## src/hdl/cpu_pkg.sv

```systemverilog
// cpu_pkg: widths, register constants, opcode/funct/alu/extend/jump/writeback enums
`default_nettype none

package cpu_pkg;

	// datapath widths
	localparam int word_w = 32;
	localparam int reg_w = 5;
	localparam int reg_count = 32;

	// link register written by jal
	localparam logic [reg_w-1:0] ra_reg = 5'd31;

	// custom stop opcode
	localparam logic [5:0] halt_op = 6'h3f;

	// primary opcodes, instr[31:26]
	typedef enum logic [5:0] {
		op_rtype = 6'h00,
		op_j     = 6'h02,
		op_jal   = 6'h03,
		op_beq   = 6'h04,
		op_bne   = 6'h05,
		op_addi  = 6'h08,
		op_addiu = 6'h09,
		op_slti  = 6'h0a,
		op_sltiu = 6'h0b,
		op_andi  = 6'h0c,
		op_ori   = 6'h0d,
		op_xori  = 6'h0e,
		op_lui   = 6'h0f,
		op_lw    = 6'h23,
		op_sw    = 6'h2b,
		op_halt  = halt_op
	} opcode_t;

	// r-type function codes, instr[5:0]
	typedef enum logic [5:0] {
		fn_sll  = 6'h00,
		fn_srl  = 6'h02,
		fn_jr   = 6'h08,
		fn_add  = 6'h20,
		fn_addu = 6'h21,
		fn_sub  = 6'h22,
		fn_subu = 6'h23,
		fn_and  = 6'h24,
		fn_or   = 6'h25,
		fn_xor  = 6'h26,
		fn_nor  = 6'h27,
		fn_slt  = 6'h2a,
		fn_sltu = 6'h2b
	} funct_t;

	// operation handed to execute
	typedef enum logic [3:0] {
		alu_sll  = 4'd0,
		alu_srl  = 4'd1,
		alu_add  = 4'd2,
		alu_sub  = 4'd3,
		alu_and  = 4'd4,
		alu_or   = 4'd5,
		alu_xor  = 4'd6,
		alu_nor  = 4'd7,
		alu_slt  = 4'd8,
		alu_sltu = 4'd9
	} aluop_t;

	// immediate extension; upper puts imm in [31:16]
	typedef enum logic [1:0] {ext_zero = 2'd0, ext_sign = 2'd1, ext_upper = 2'd2} ext_t;

	// next-pc source for the hazard unit
	typedef enum logic [1:0] {jmp_none = 2'd0, jmp_addr = 2'd1, jmp_reg = 2'd2} jump_t;

	// writeback source, npc only for jal
	typedef enum logic [1:0] {wb_alu = 2'd0, wb_mem = 2'd1, wb_npc = 2'd2} wbsel_t;

endpackage

`default_nettype wire

```

## src/hdl/control_unit.sv

```systemverilog
// combinational opcode and funct decode into datapath control levels
`timescale 1ns/10ps
`default_nettype none

module control_unit (
	input  logic [5:0]       opcode,
	input  logic [5:0]       funct,
	output cpu_pkg::aluop_t  alu_op,
	output logic             alu_src,
	output cpu_pkg::ext_t    ext_op,
	output logic             reg_dst,
	output logic             reg_wen,
	output cpu_pkg::wbsel_t  wb_sel,
	output logic             dren,
	output logic             dwen,
	output logic             beq,
	output logic             bne,
	output cpu_pkg::jump_t   jump_sel,
	output logic             jal,
	output logic             halt
);

	always_comb begin
		// defaults form a bubble that writes nothing and touches no memory
		alu_op   = cpu_pkg::alu_add;
		alu_src  = 1'b0;
		ext_op   = cpu_pkg::ext_zero;
		reg_dst  = 1'b0;
		reg_wen  = 1'b0;
		wb_sel   = cpu_pkg::wb_alu;
		dren     = 1'b0;
		dwen     = 1'b0;
		beq      = 1'b0;
		bne      = 1'b0;
		jump_sel = cpu_pkg::jmp_none;
		jal      = 1'b0;
		halt     = 1'b0;

		case (cpu_pkg::opcode_t'(opcode))
			cpu_pkg::op_rtype: begin
				// rd is the destination and funct picks the op
				reg_dst = 1'b1;
				reg_wen = 1'b1;
				case (cpu_pkg::funct_t'(funct))
					cpu_pkg::fn_sll:  alu_op = cpu_pkg::alu_sll;
					cpu_pkg::fn_srl:  alu_op = cpu_pkg::alu_srl;
					cpu_pkg::fn_add,
					cpu_pkg::fn_addu: alu_op = cpu_pkg::alu_add;
					cpu_pkg::fn_sub,
					cpu_pkg::fn_subu: alu_op = cpu_pkg::alu_sub;
					cpu_pkg::fn_and:  alu_op = cpu_pkg::alu_and;
					cpu_pkg::fn_or:   alu_op = cpu_pkg::alu_or;
					cpu_pkg::fn_xor:  alu_op = cpu_pkg::alu_xor;
					cpu_pkg::fn_nor:  alu_op = cpu_pkg::alu_nor;
					cpu_pkg::fn_slt:  alu_op = cpu_pkg::alu_slt;
					cpu_pkg::fn_sltu: alu_op = cpu_pkg::alu_sltu;
					cpu_pkg::fn_jr: begin
						// register jump to the address on port a
						reg_wen  = 1'b0;
						jump_sel = cpu_pkg::jmp_reg;
					end
					// unknown funct drops the write
					default: reg_wen = 1'b0;
				endcase
			end
			cpu_pkg::op_addi, cpu_pkg::op_addiu: begin
				alu_src = 1'b1;
				ext_op  = cpu_pkg::ext_sign;
				reg_wen = 1'b1;
			end
			cpu_pkg::op_slti, cpu_pkg::op_sltiu: begin
				// sltiu still sign-extends and compares unsigned
				alu_op  = (opcode == cpu_pkg::op_slti) ? cpu_pkg::alu_slt : cpu_pkg::alu_sltu;
				alu_src = 1'b1;
				ext_op  = cpu_pkg::ext_sign;
				reg_wen = 1'b1;
			end
			cpu_pkg::op_andi, cpu_pkg::op_ori, cpu_pkg::op_xori: begin
				// logical immediates zero-extend
				case (cpu_pkg::opcode_t'(opcode))
					cpu_pkg::op_andi: alu_op = cpu_pkg::alu_and;
					cpu_pkg::op_ori:  alu_op = cpu_pkg::alu_or;
					default:          alu_op = cpu_pkg::alu_xor;
				endcase
				alu_src = 1'b1;
				reg_wen = 1'b1;
			end
			cpu_pkg::op_lui: begin
				// rs is zero in lui so or passes the shifted imm
				alu_op  = cpu_pkg::alu_or;
				alu_src = 1'b1;
				ext_op  = cpu_pkg::ext_upper;
				reg_wen = 1'b1;
			end
			cpu_pkg::op_lw: begin
				alu_src = 1'b1;
				ext_op  = cpu_pkg::ext_sign;
				reg_wen = 1'b1;
				wb_sel  = cpu_pkg::wb_mem;
				dren    = 1'b1;
			end
			cpu_pkg::op_sw: begin
				alu_src = 1'b1;
				ext_op  = cpu_pkg::ext_sign;
				dwen    = 1'b1;
			end
			cpu_pkg::op_beq, cpu_pkg::op_bne: begin
				// compare happens in decode and sub is kept for execute
				alu_op = cpu_pkg::alu_sub;
				ext_op = cpu_pkg::ext_sign;
				beq    = (opcode == cpu_pkg::op_beq);
				bne    = (opcode == cpu_pkg::op_bne);
			end
			cpu_pkg::op_j: jump_sel = cpu_pkg::jmp_addr;
			cpu_pkg::op_jal: begin
				// link into ra with npc
				jump_sel = cpu_pkg::jmp_addr;
				jal      = 1'b1;
				reg_wen  = 1'b1;
				wb_sel   = cpu_pkg::wb_npc;
			end
			cpu_pkg::op_halt: halt = 1'b1;
			default: ;
		endcase
	end

endmodule

`default_nettype wire

```

## src/hdl/decode_stage.sv

```systemverilog
// decode_stage: field split, control/regfile, imm extend, branch/jump resolve, id/ex latch
`timescale 1ns/10ps
`default_nettype none

module decode_stage (
	input  logic                       CLK,
	input  logic                       nRST,
	input  logic [cpu_pkg::word_w-1:0] imemload,
	input  logic [cpu_pkg::word_w-1:0] npc,
	input  logic                       ihit,
	input  logic                       flush,
	input  logic                       freeze,
	input  logic                       wb_reg_wen,
	input  logic [cpu_pkg::reg_w-1:0]  wb_rw,
	input  logic [cpu_pkg::word_w-1:0] wb_port_w,
	output logic [cpu_pkg::reg_w-1:0]  d_rt,
	output logic [cpu_pkg::reg_w-1:0]  d_rw,
	output cpu_pkg::aluop_t            d_alu_op,
	output logic                       d_alu_src,
	output logic                       d_dren,
	output logic                       d_dwen,
	output logic                       d_reg_wen,
	output logic                       d_halt,
	output cpu_pkg::wbsel_t            d_wb_sel,
	output logic [cpu_pkg::word_w-1:0] d_npc,
	output logic [cpu_pkg::word_w-1:0] d_port_a,
	output logic [cpu_pkg::word_w-1:0] d_port_b,
	output logic [cpu_pkg::word_w-1:0] d_imm_ext,
	output logic [cpu_pkg::word_w-1:0] port_a,
	output cpu_pkg::jump_t             jump_sel,
	output logic [cpu_pkg::word_w-1:0] jump_addr,
	output logic                       branch_taken,
	output logic [cpu_pkg::word_w-1:0] branch_addr
);

	// instruction fields
	logic [5:0]                 opcode;
	logic [cpu_pkg::reg_w-1:0]  rs, rt, rd;
	logic [15:0]                imm;
	logic [5:0]                 funct;
	logic [25:0]                target;

	// control levels
	cpu_pkg::aluop_t  alu_op;
	cpu_pkg::ext_t    ext_op;
	cpu_pkg::wbsel_t  wb_sel;
	logic             alu_src, reg_dst, reg_wen, dren, dwen, beq, bne, jal, halt;

	// operands and derived values
	logic [cpu_pkg::word_w-1:0] rdat1, rdat2, imm_ext;
	logic [cpu_pkg::reg_w-1:0]  rw;

	assign opcode = imemload[31:26];
	assign rs     = imemload[25:21];
	assign rt     = imemload[20:16];
	assign rd     = imemload[15:11];
	assign imm    = imemload[15:0];
	assign funct  = imemload[5:0];
	assign target = imemload[25:0];

	control_unit control_unit_inst (
		.opcode(opcode), .funct(funct),
		.alu_op(alu_op), .alu_src(alu_src), .ext_op(ext_op), .reg_dst(reg_dst),
		.reg_wen(reg_wen), .wb_sel(wb_sel), .dren(dren), .dwen(dwen),
		.beq(beq), .bne(bne), .jump_sel(jump_sel), .jal(jal), .halt(halt)
	);

	// write port comes straight from writeback
	register_file register_file_inst (
		.CLK(CLK), .nRST(nRST),
		.wen(wb_reg_wen), .wsel(wb_rw), .wdat(wb_port_w),
		.rsel1(rs), .rsel2(rt),
		.rdat1(rdat1), .rdat2(rdat2)
	);

	// immediate extension
	always_comb begin
		case (ext_op)
			cpu_pkg::ext_sign:  imm_ext = {{16{imm[15]}}, imm};
			cpu_pkg::ext_upper: imm_ext = {imm, 16'h0000};
			default:            imm_ext = {16'h0000, imm};
		endcase
	end

	// destination: ra for jal, rd for r-type, else rt
	assign rw = jal ? cpu_pkg::ra_reg : (reg_dst ? rd : rt);

	// hazard unit outputs, same cycle
	assign port_a       = rdat1;
	assign jump_addr    = {npc[31:28], target, 2'b00};
	assign branch_taken = (beq && (rdat1 == rdat2)) || (bne && (rdat1 != rdat2));
	assign branch_addr  = npc + {imm_ext[29:0], 2'b00};

	// id/ex latch: reset, flush, freeze, ihit
	always_ff @(posedge CLK, negedge nRST) begin
		if (!nRST) begin
			d_rt      <= '0;
			d_rw      <= '0;
			d_alu_op  <= cpu_pkg::aluop_t'('0);
			d_alu_src <= 1'b0;
			d_dren    <= 1'b0;
			d_dwen    <= 1'b0;
			d_reg_wen <= 1'b0;
			d_halt    <= 1'b0;
			d_wb_sel  <= cpu_pkg::wbsel_t'('0);
			d_npc     <= '0;
			d_port_a  <= '0;
			d_port_b  <= '0;
			d_imm_ext <= '0;
		end else if (flush) begin
			// bubble into execute
			d_rt      <= '0;
			d_rw      <= '0;
			d_alu_op  <= cpu_pkg::aluop_t'('0);
			d_alu_src <= 1'b0;
			d_dren    <= 1'b0;
			d_dwen    <= 1'b0;
			d_reg_wen <= 1'b0;
			d_halt    <= 1'b0;
			d_wb_sel  <= cpu_pkg::wbsel_t'('0);
			d_npc     <= '0;
			d_port_a  <= '0;
			d_port_b  <= '0;
			d_imm_ext <= '0;
		end else if (!freeze && ihit) begin
			d_rt      <= rt;
			d_rw      <= rw;
			d_alu_op  <= alu_op;
			d_alu_src <= alu_src;
			d_dren    <= dren;
			d_dwen    <= dwen;
			d_reg_wen <= reg_wen;
			d_halt    <= halt;
			d_wb_sel  <= wb_sel;
			d_npc     <= npc;
			d_port_a  <= rdat1;
			d_port_b  <= rdat2;
			d_imm_ext <= imm_ext;
		end
		// freeze or no ihit, hold
	end

	// flushed slot never writes back or halts
	flush_bubble: assert property (
		@(posedge CLK) disable iff (!nRST)
		flush |=> (!d_reg_wen && !d_halt)
	) else $error("decode_stage: flushed bundle still active");

	// frozen bundle does not move
	freeze_hold: assert property (
		@(posedge CLK) disable iff (!nRST)
		(freeze && !flush) |=> $stable({d_rt, d_rw, d_alu_op, d_alu_src, d_dren, d_dwen,
			d_reg_wen, d_halt, d_wb_sel, d_npc, d_port_a, d_port_b, d_imm_ext})
	) else $error("decode_stage: latch changed during freeze");

endmodule

`default_nettype wire

```

## src/hdl/register_file.sv

```systemverilog
// register_file: 32x32 registers, one synchronous write port, two async read ports
`timescale 1ns/10ps
`default_nettype none

module register_file (
	input  logic                       CLK,
	input  logic                       nRST,
	input  logic                       wen,
	input  logic [cpu_pkg::reg_w-1:0]  wsel,
	input  logic [cpu_pkg::word_w-1:0] wdat,
	input  logic [cpu_pkg::reg_w-1:0]  rsel1,
	input  logic [cpu_pkg::reg_w-1:0]  rsel2,
	output logic [cpu_pkg::word_w-1:0] rdat1,
	output logic [cpu_pkg::word_w-1:0] rdat2
);

	// register array
	logic [cpu_pkg::word_w-1:0] regs [cpu_pkg::reg_count];

	// write on rising edge, reg zero never written
	always_ff @(posedge CLK, negedge nRST) begin
		if (!nRST) begin
			for (int i = 0; i < cpu_pkg::reg_count; i++) begin
				regs[i] <= '0;
			end
		end else if (wen && (wsel != '0)) begin
			regs[wsel] <= wdat;
		end
	end

	// async reads
	// same-cycle write shows only after the edge
	assign rdat1 = regs[rsel1];
	assign rdat2 = regs[rsel2];

	// register zero reads zero on both ports, whatever was written to it
	zero_read_a: assert property (
		@(posedge CLK) disable iff (!nRST)
		(rsel1 == '0) |-> (rdat1 == '0)
	) else $error("register_file: r0 read nonzero on port 1");

	zero_read_b: assert property (
		@(posedge CLK) disable iff (!nRST)
		(rsel2 == '0) |-> (rdat2 == '0)
	) else $error("register_file: r0 read nonzero on port 2");

endmodule

`default_nettype wire

```

## config.mk

```make
export PLATFORM = sky130hd
export DESIGN_NAME = decode_stage
export DESIGN_NICKNAME = d
export VERILOG_FILES = /design/src/hdl/cpu_pkg.sv /design/src/hdl/control_unit.sv /design/src/hdl/decode_stage.sv /design/src/hdl/register_file.sv
export SDC_FILE = /design/constraint.sdc
export NUM_CORES = 2
export LEC_CHECK = 0
export ABC_AREA = 0
export BUFFER_PORTS_ARGS = -buffer_cell sky130_fd_sc_hd__buf_4
export CAP_MARGIN = 20
export CORE_ASPECT_RATIO = 0.5
export CORE_UTILIZATION = 50
export CTS_CLUSTER_SIZE = 30
export DETAILED_ROUTE_END_ITERATION = 7
export HOLD_SLACK_MARGIN = 0.03
export PLACE_DENSITY = 0.65
export SYNTH_ARGS = -nofsm -noshare
export SYNTH_HDL_FRONTEND = slang
export SYNTH_HIERARCHICAL = 1
export SYNTH_SLANG_ARGS = --single-unit
```

## constraint.sdc

```tcl
create_clock -name CLK -period 8.65 [get_ports CLK]
set_input_delay 1.73 -clock CLK [delete_from_list [all_inputs] [get_ports CLK]]
set_output_delay 1.73 -clock CLK [all_outputs]
set_load 0.005 [all_outputs]
```

==> impl_metrics.env <==
export IMPL_worst_slew_pin_slew_ns=1.18
export IMPL_utilization_pct=56.4
export IMPL_seq_area_mm2=0.0294
export IMPL_areaGrowthSynthToFinish_pct=11.3
export IMPL_ys_types=69
export IMPL_num_rows=92
export IMPL_synth_edf_count=0
export IMPL_period_share_pct=92.0
export IMPL_yosys_warnings=6
export IMPL_status="completed"
export IMPL_die_area_mm2=0.130
export IMPL_hold_viol_final=0
export IMPL_wl_per_cell_um=30.6
export IMPL_power_density_mw_per_mm2=216
export IMPL_slew_headroom_pct=21.6
export IMPL_die_width_um=509
export IMPL_max_stage_delay_ns=0.62
export IMPL_drtPass1Iterations=5
export IMPL_power_w=0.0154
export IMPL_clk_pin_slew_worst_paths_ns=0.06
export IMPL_p_leak_nw=34.0
export IMPL_synth_cells=5388
export IMPL_clk_path_buf_depth=3
export IMPL_fp_dieH_um=255
export IMPL_synthFlopType="dfrtp_1"
export IMPL_cts_sinks=1173
export IMPL_path_class="in2out"
export IMPL_maxSlewViolCount=0
export IMPL_drc=0
export IMPL_p_sw_w=0.00454
export IMPL_p_seq_share_pct=46.3
export IMPL_placed_cell_area_mm2=0.0677
export IMPL_track_usage_pct=33.5
export IMPL_yosys_top_cells_count="dfrtp_1, mux2i_1, mux2_2"
export IMPL_cts_tree="done"
export IMPL_synth_top_area_share_pct=45.8
export IMPL_overflow=0
export IMPL_multi_input_area_mm2=0.0319
export IMPL_grt_use_met2_pct=51.4
export IMPL_async_flop_share_pct=100
export IMPL_dp_hpwl_um=130000
export IMPL_core_mm2=0.127
export IMPL_ant_nets=0
export IMPL_cp_required_ns=6.92
export IMPL_drv_cap=0
export IMPL_wl_um=222000
export IMPL_vdd_drop_max_uv=178
export IMPL_swShare_pct=29.5
export IMPL_via_count=47400
export IMPL_hold_path_class="reg2reg"
export IMPL_worst_endpoint_arrival_ns=6.23
export IMPL_grt_pass1_vias=46700
export IMPL_p_int_w=0.0109
export IMPL_ios=355
export IMPL_setup_viol=0
export IMPL_slowest_stage="o41ai_2"
export IMPL_finClkSkew_ns=0.0227
export IMPL_fin_hold_ws_ns=0.399
export IMPL_synth_largest_area_cell="dfrtp_1"
export IMPL_yosysMostFrequentCell="dfrtp_1"
export IMPL_synthTopCellsByArea="dfrtp_1, mux2_2, mux2i_1"
export IMPL_start_util_pct=50.7
export IMPL_antenna_found_initial=10
export IMPL_yosysSeqAreaShare_pct=45.8
export IMPL_portBuffers=352
export IMPL_clock_latency_ns=0.76
export IMPL_fin_nets=5593
export IMPL_postLayoutCellArea_mm2=0.0714
export IMPL_grt_max_degree=170
export IMPL_power_frac_comb_pct=20.6
export IMPL_drive_gt1_share_pct=30.7
export IMPL_cts_hold_buf=0
export IMPL_period_minus_slack_ns=7.96
export IMPL_num_fill_cells=10500
export IMPL_endpoint_kind="output pin"
export IMPL_cts_root_buf="clkbuf_16"
export IMPL_drt_iter0_markers=5432
export IMPL_path_max_fanout=16
export IMPL_crit_path_start_kind="input port"
export IMPL_postCtsSetupBuffers=0
export IMPL_via_per_inst=6.55
export IMPL_h_tree_depth=3
export IMPL_synth_seq_cells=1173
export IMPL_met3_usage_pct=6.72
export IMPL_setup_tns_ns=0
export IMPL_p_clk_share_pct=33.0
export IMPL_fmax_mhz=126
export IMPL_numCtsBuffers=111
export IMPL_grt_pass1_wl_um=320000
export IMPL_top_usage_layer="met2"
export IMPL_avgSynthCellArea_um2=11.9
export IMPL_path_cells="buf_4, nand3_1, a21oi_1, nor2_1, nor2_1, inv_1, ha_1, nor2_1, buf_4, nor2b_1, ha_1, a21o_1, nand3_1, a311o_1, a31oi_1, a221oi_1, o41ai_2, a21boi_1, maj3_2, xnor2_1, buf_4"
export IMPL_syn_cell_area_mm2=0.0642
export IMPL_grtUsageMet1_pct=46.1
export IMPL_gp_congestion=0.885
export IMPL_cts_resized=0
export IMPL_grt_setup_unrepaired="no"
==> cell usage in the layout, fill, tap and decap left out, types with 31 or more instances in the layout <==
master / synthesis / routed
mux2i_1: 1024 / 1024
nand2_1: 258 / 241
a22oi_1: 196 / 196
mux2_1: 39 / 39
xor2_1: 38 / 38
a31oi_1: 69 / 69
a21oi_1: 224 / 223
buf_4: 103 / 477
clkbuf_1: 257 / 31
nor2_1: 41 / 39
a22o_1: 261 / 261
mux2_2: 954 / 954
buf_12: 0 / 34
nand3_1: 202 / 202
dfrtp_1: 1173 / 1173
nor3_1: 77 / 77
clkbuf_16: 0 / 113
==> area by class of cell <==
cell class,count,area share [%]
Multi-Input combinational cell,3644,44.6
Antenna cell,4,0.0140
Inverter,17,0.0894
Sequential cell,1173,41.1
Tap cell,1692,2.96
Clock inverter,32,0.594
Timing Repair Buffer,514,6.03
Clock buffer,167,4.57
==> critical path, delay by kind of cell <==
family / cells / cell delay (ns)
compound gates: 7 / 2.06
xor+xnor: 1 / 0.15
fa+ha+maj: 3 / 1.02
buf+inv: 4 / 0.56
simple gates: 6 / 0.68
==> power groups by stage <==
stage / combinational, W / sequential (W) / clock, W
final: 0.00318 / 0.00714 / 0.00509
after global routing: 0.00340 / 0.00725 / 0.00538
after CTS: 0.00315 / 0.00711 / 0.00515
after detailed placement: 0.00314 / 0.00721 / 0
after global placement: 0.00305 / 0.00712 / 0
after floorplan: 0.00220 / 0.00701 / 0
==> cells by family (layout without fill, tap and decap cells) <==
kind of cell    after synthesis  in the layout  share of synthesized area [%]
fa+ha+maj                    33             33                          0.630
simple gates                685            685                           5.21
flops                      1173           1173                           45.8
other cells                   1              6                        0.00585
buf+inv                     572            730                           4.76
xor+xnor                     68             68                          0.928
compound gates              839            839                           9.30
mux                        2017           2017                           33.4
==> state kept, by name, summed over array words and instances (netlist names), 4 cells and up <==
name	flops
d_alu_op	4
d_imm_ext	32
d_npc	32
d_port_a	32
d_port_b	32
d_rt	5
d_rw	5
register_file_inst/regs	1024
==> metrics by stage <==
| stage | setup WS (ns) | std cells |
|---|---|---|
| finish | 0.690 | 7243 |
| global route | 0.365 | 7242 |
| CTS | 0.739 | 7239 |
| detailed placement | 0.789 | 7040 |
| global placement | 0.730 | 7040 |
| floorplan | 0.600 | 5389 |
==> path summary, 6_finish.rpt <==
check / cells past startpoint / slack [ns] / from / to
min in group asynchronous: 1 / 0.99 / nRST / d_imm_ext[9]
max: 21 / 0.69 / imemload[27] / branch_addr[28]
max in group asynchronous: 2 / 6.08 / nRST / register_file_inst/regs[947]
max reg2reg: 6 / 6.43 / register_file_inst/regs[768] / d_port_a[0]
min reg2reg: 0 / 0.40 / register_file_inst/regs[1000] / register_file_inst/regs[1000]
min: 0 / 0.40 / register_file_inst/regs[1000] / register_file_inst/regs[1000]
==> routing by layer <==
metal / up-vias / share of wire, %
li1: 20000 / -
met2: 2307 / 44
met4: 6 / 4.5
met1: 24600 / 42
met3: 514 / 8.7
met5: - / 0.014
Note: power is estimated with default switching activity, not from simulation.
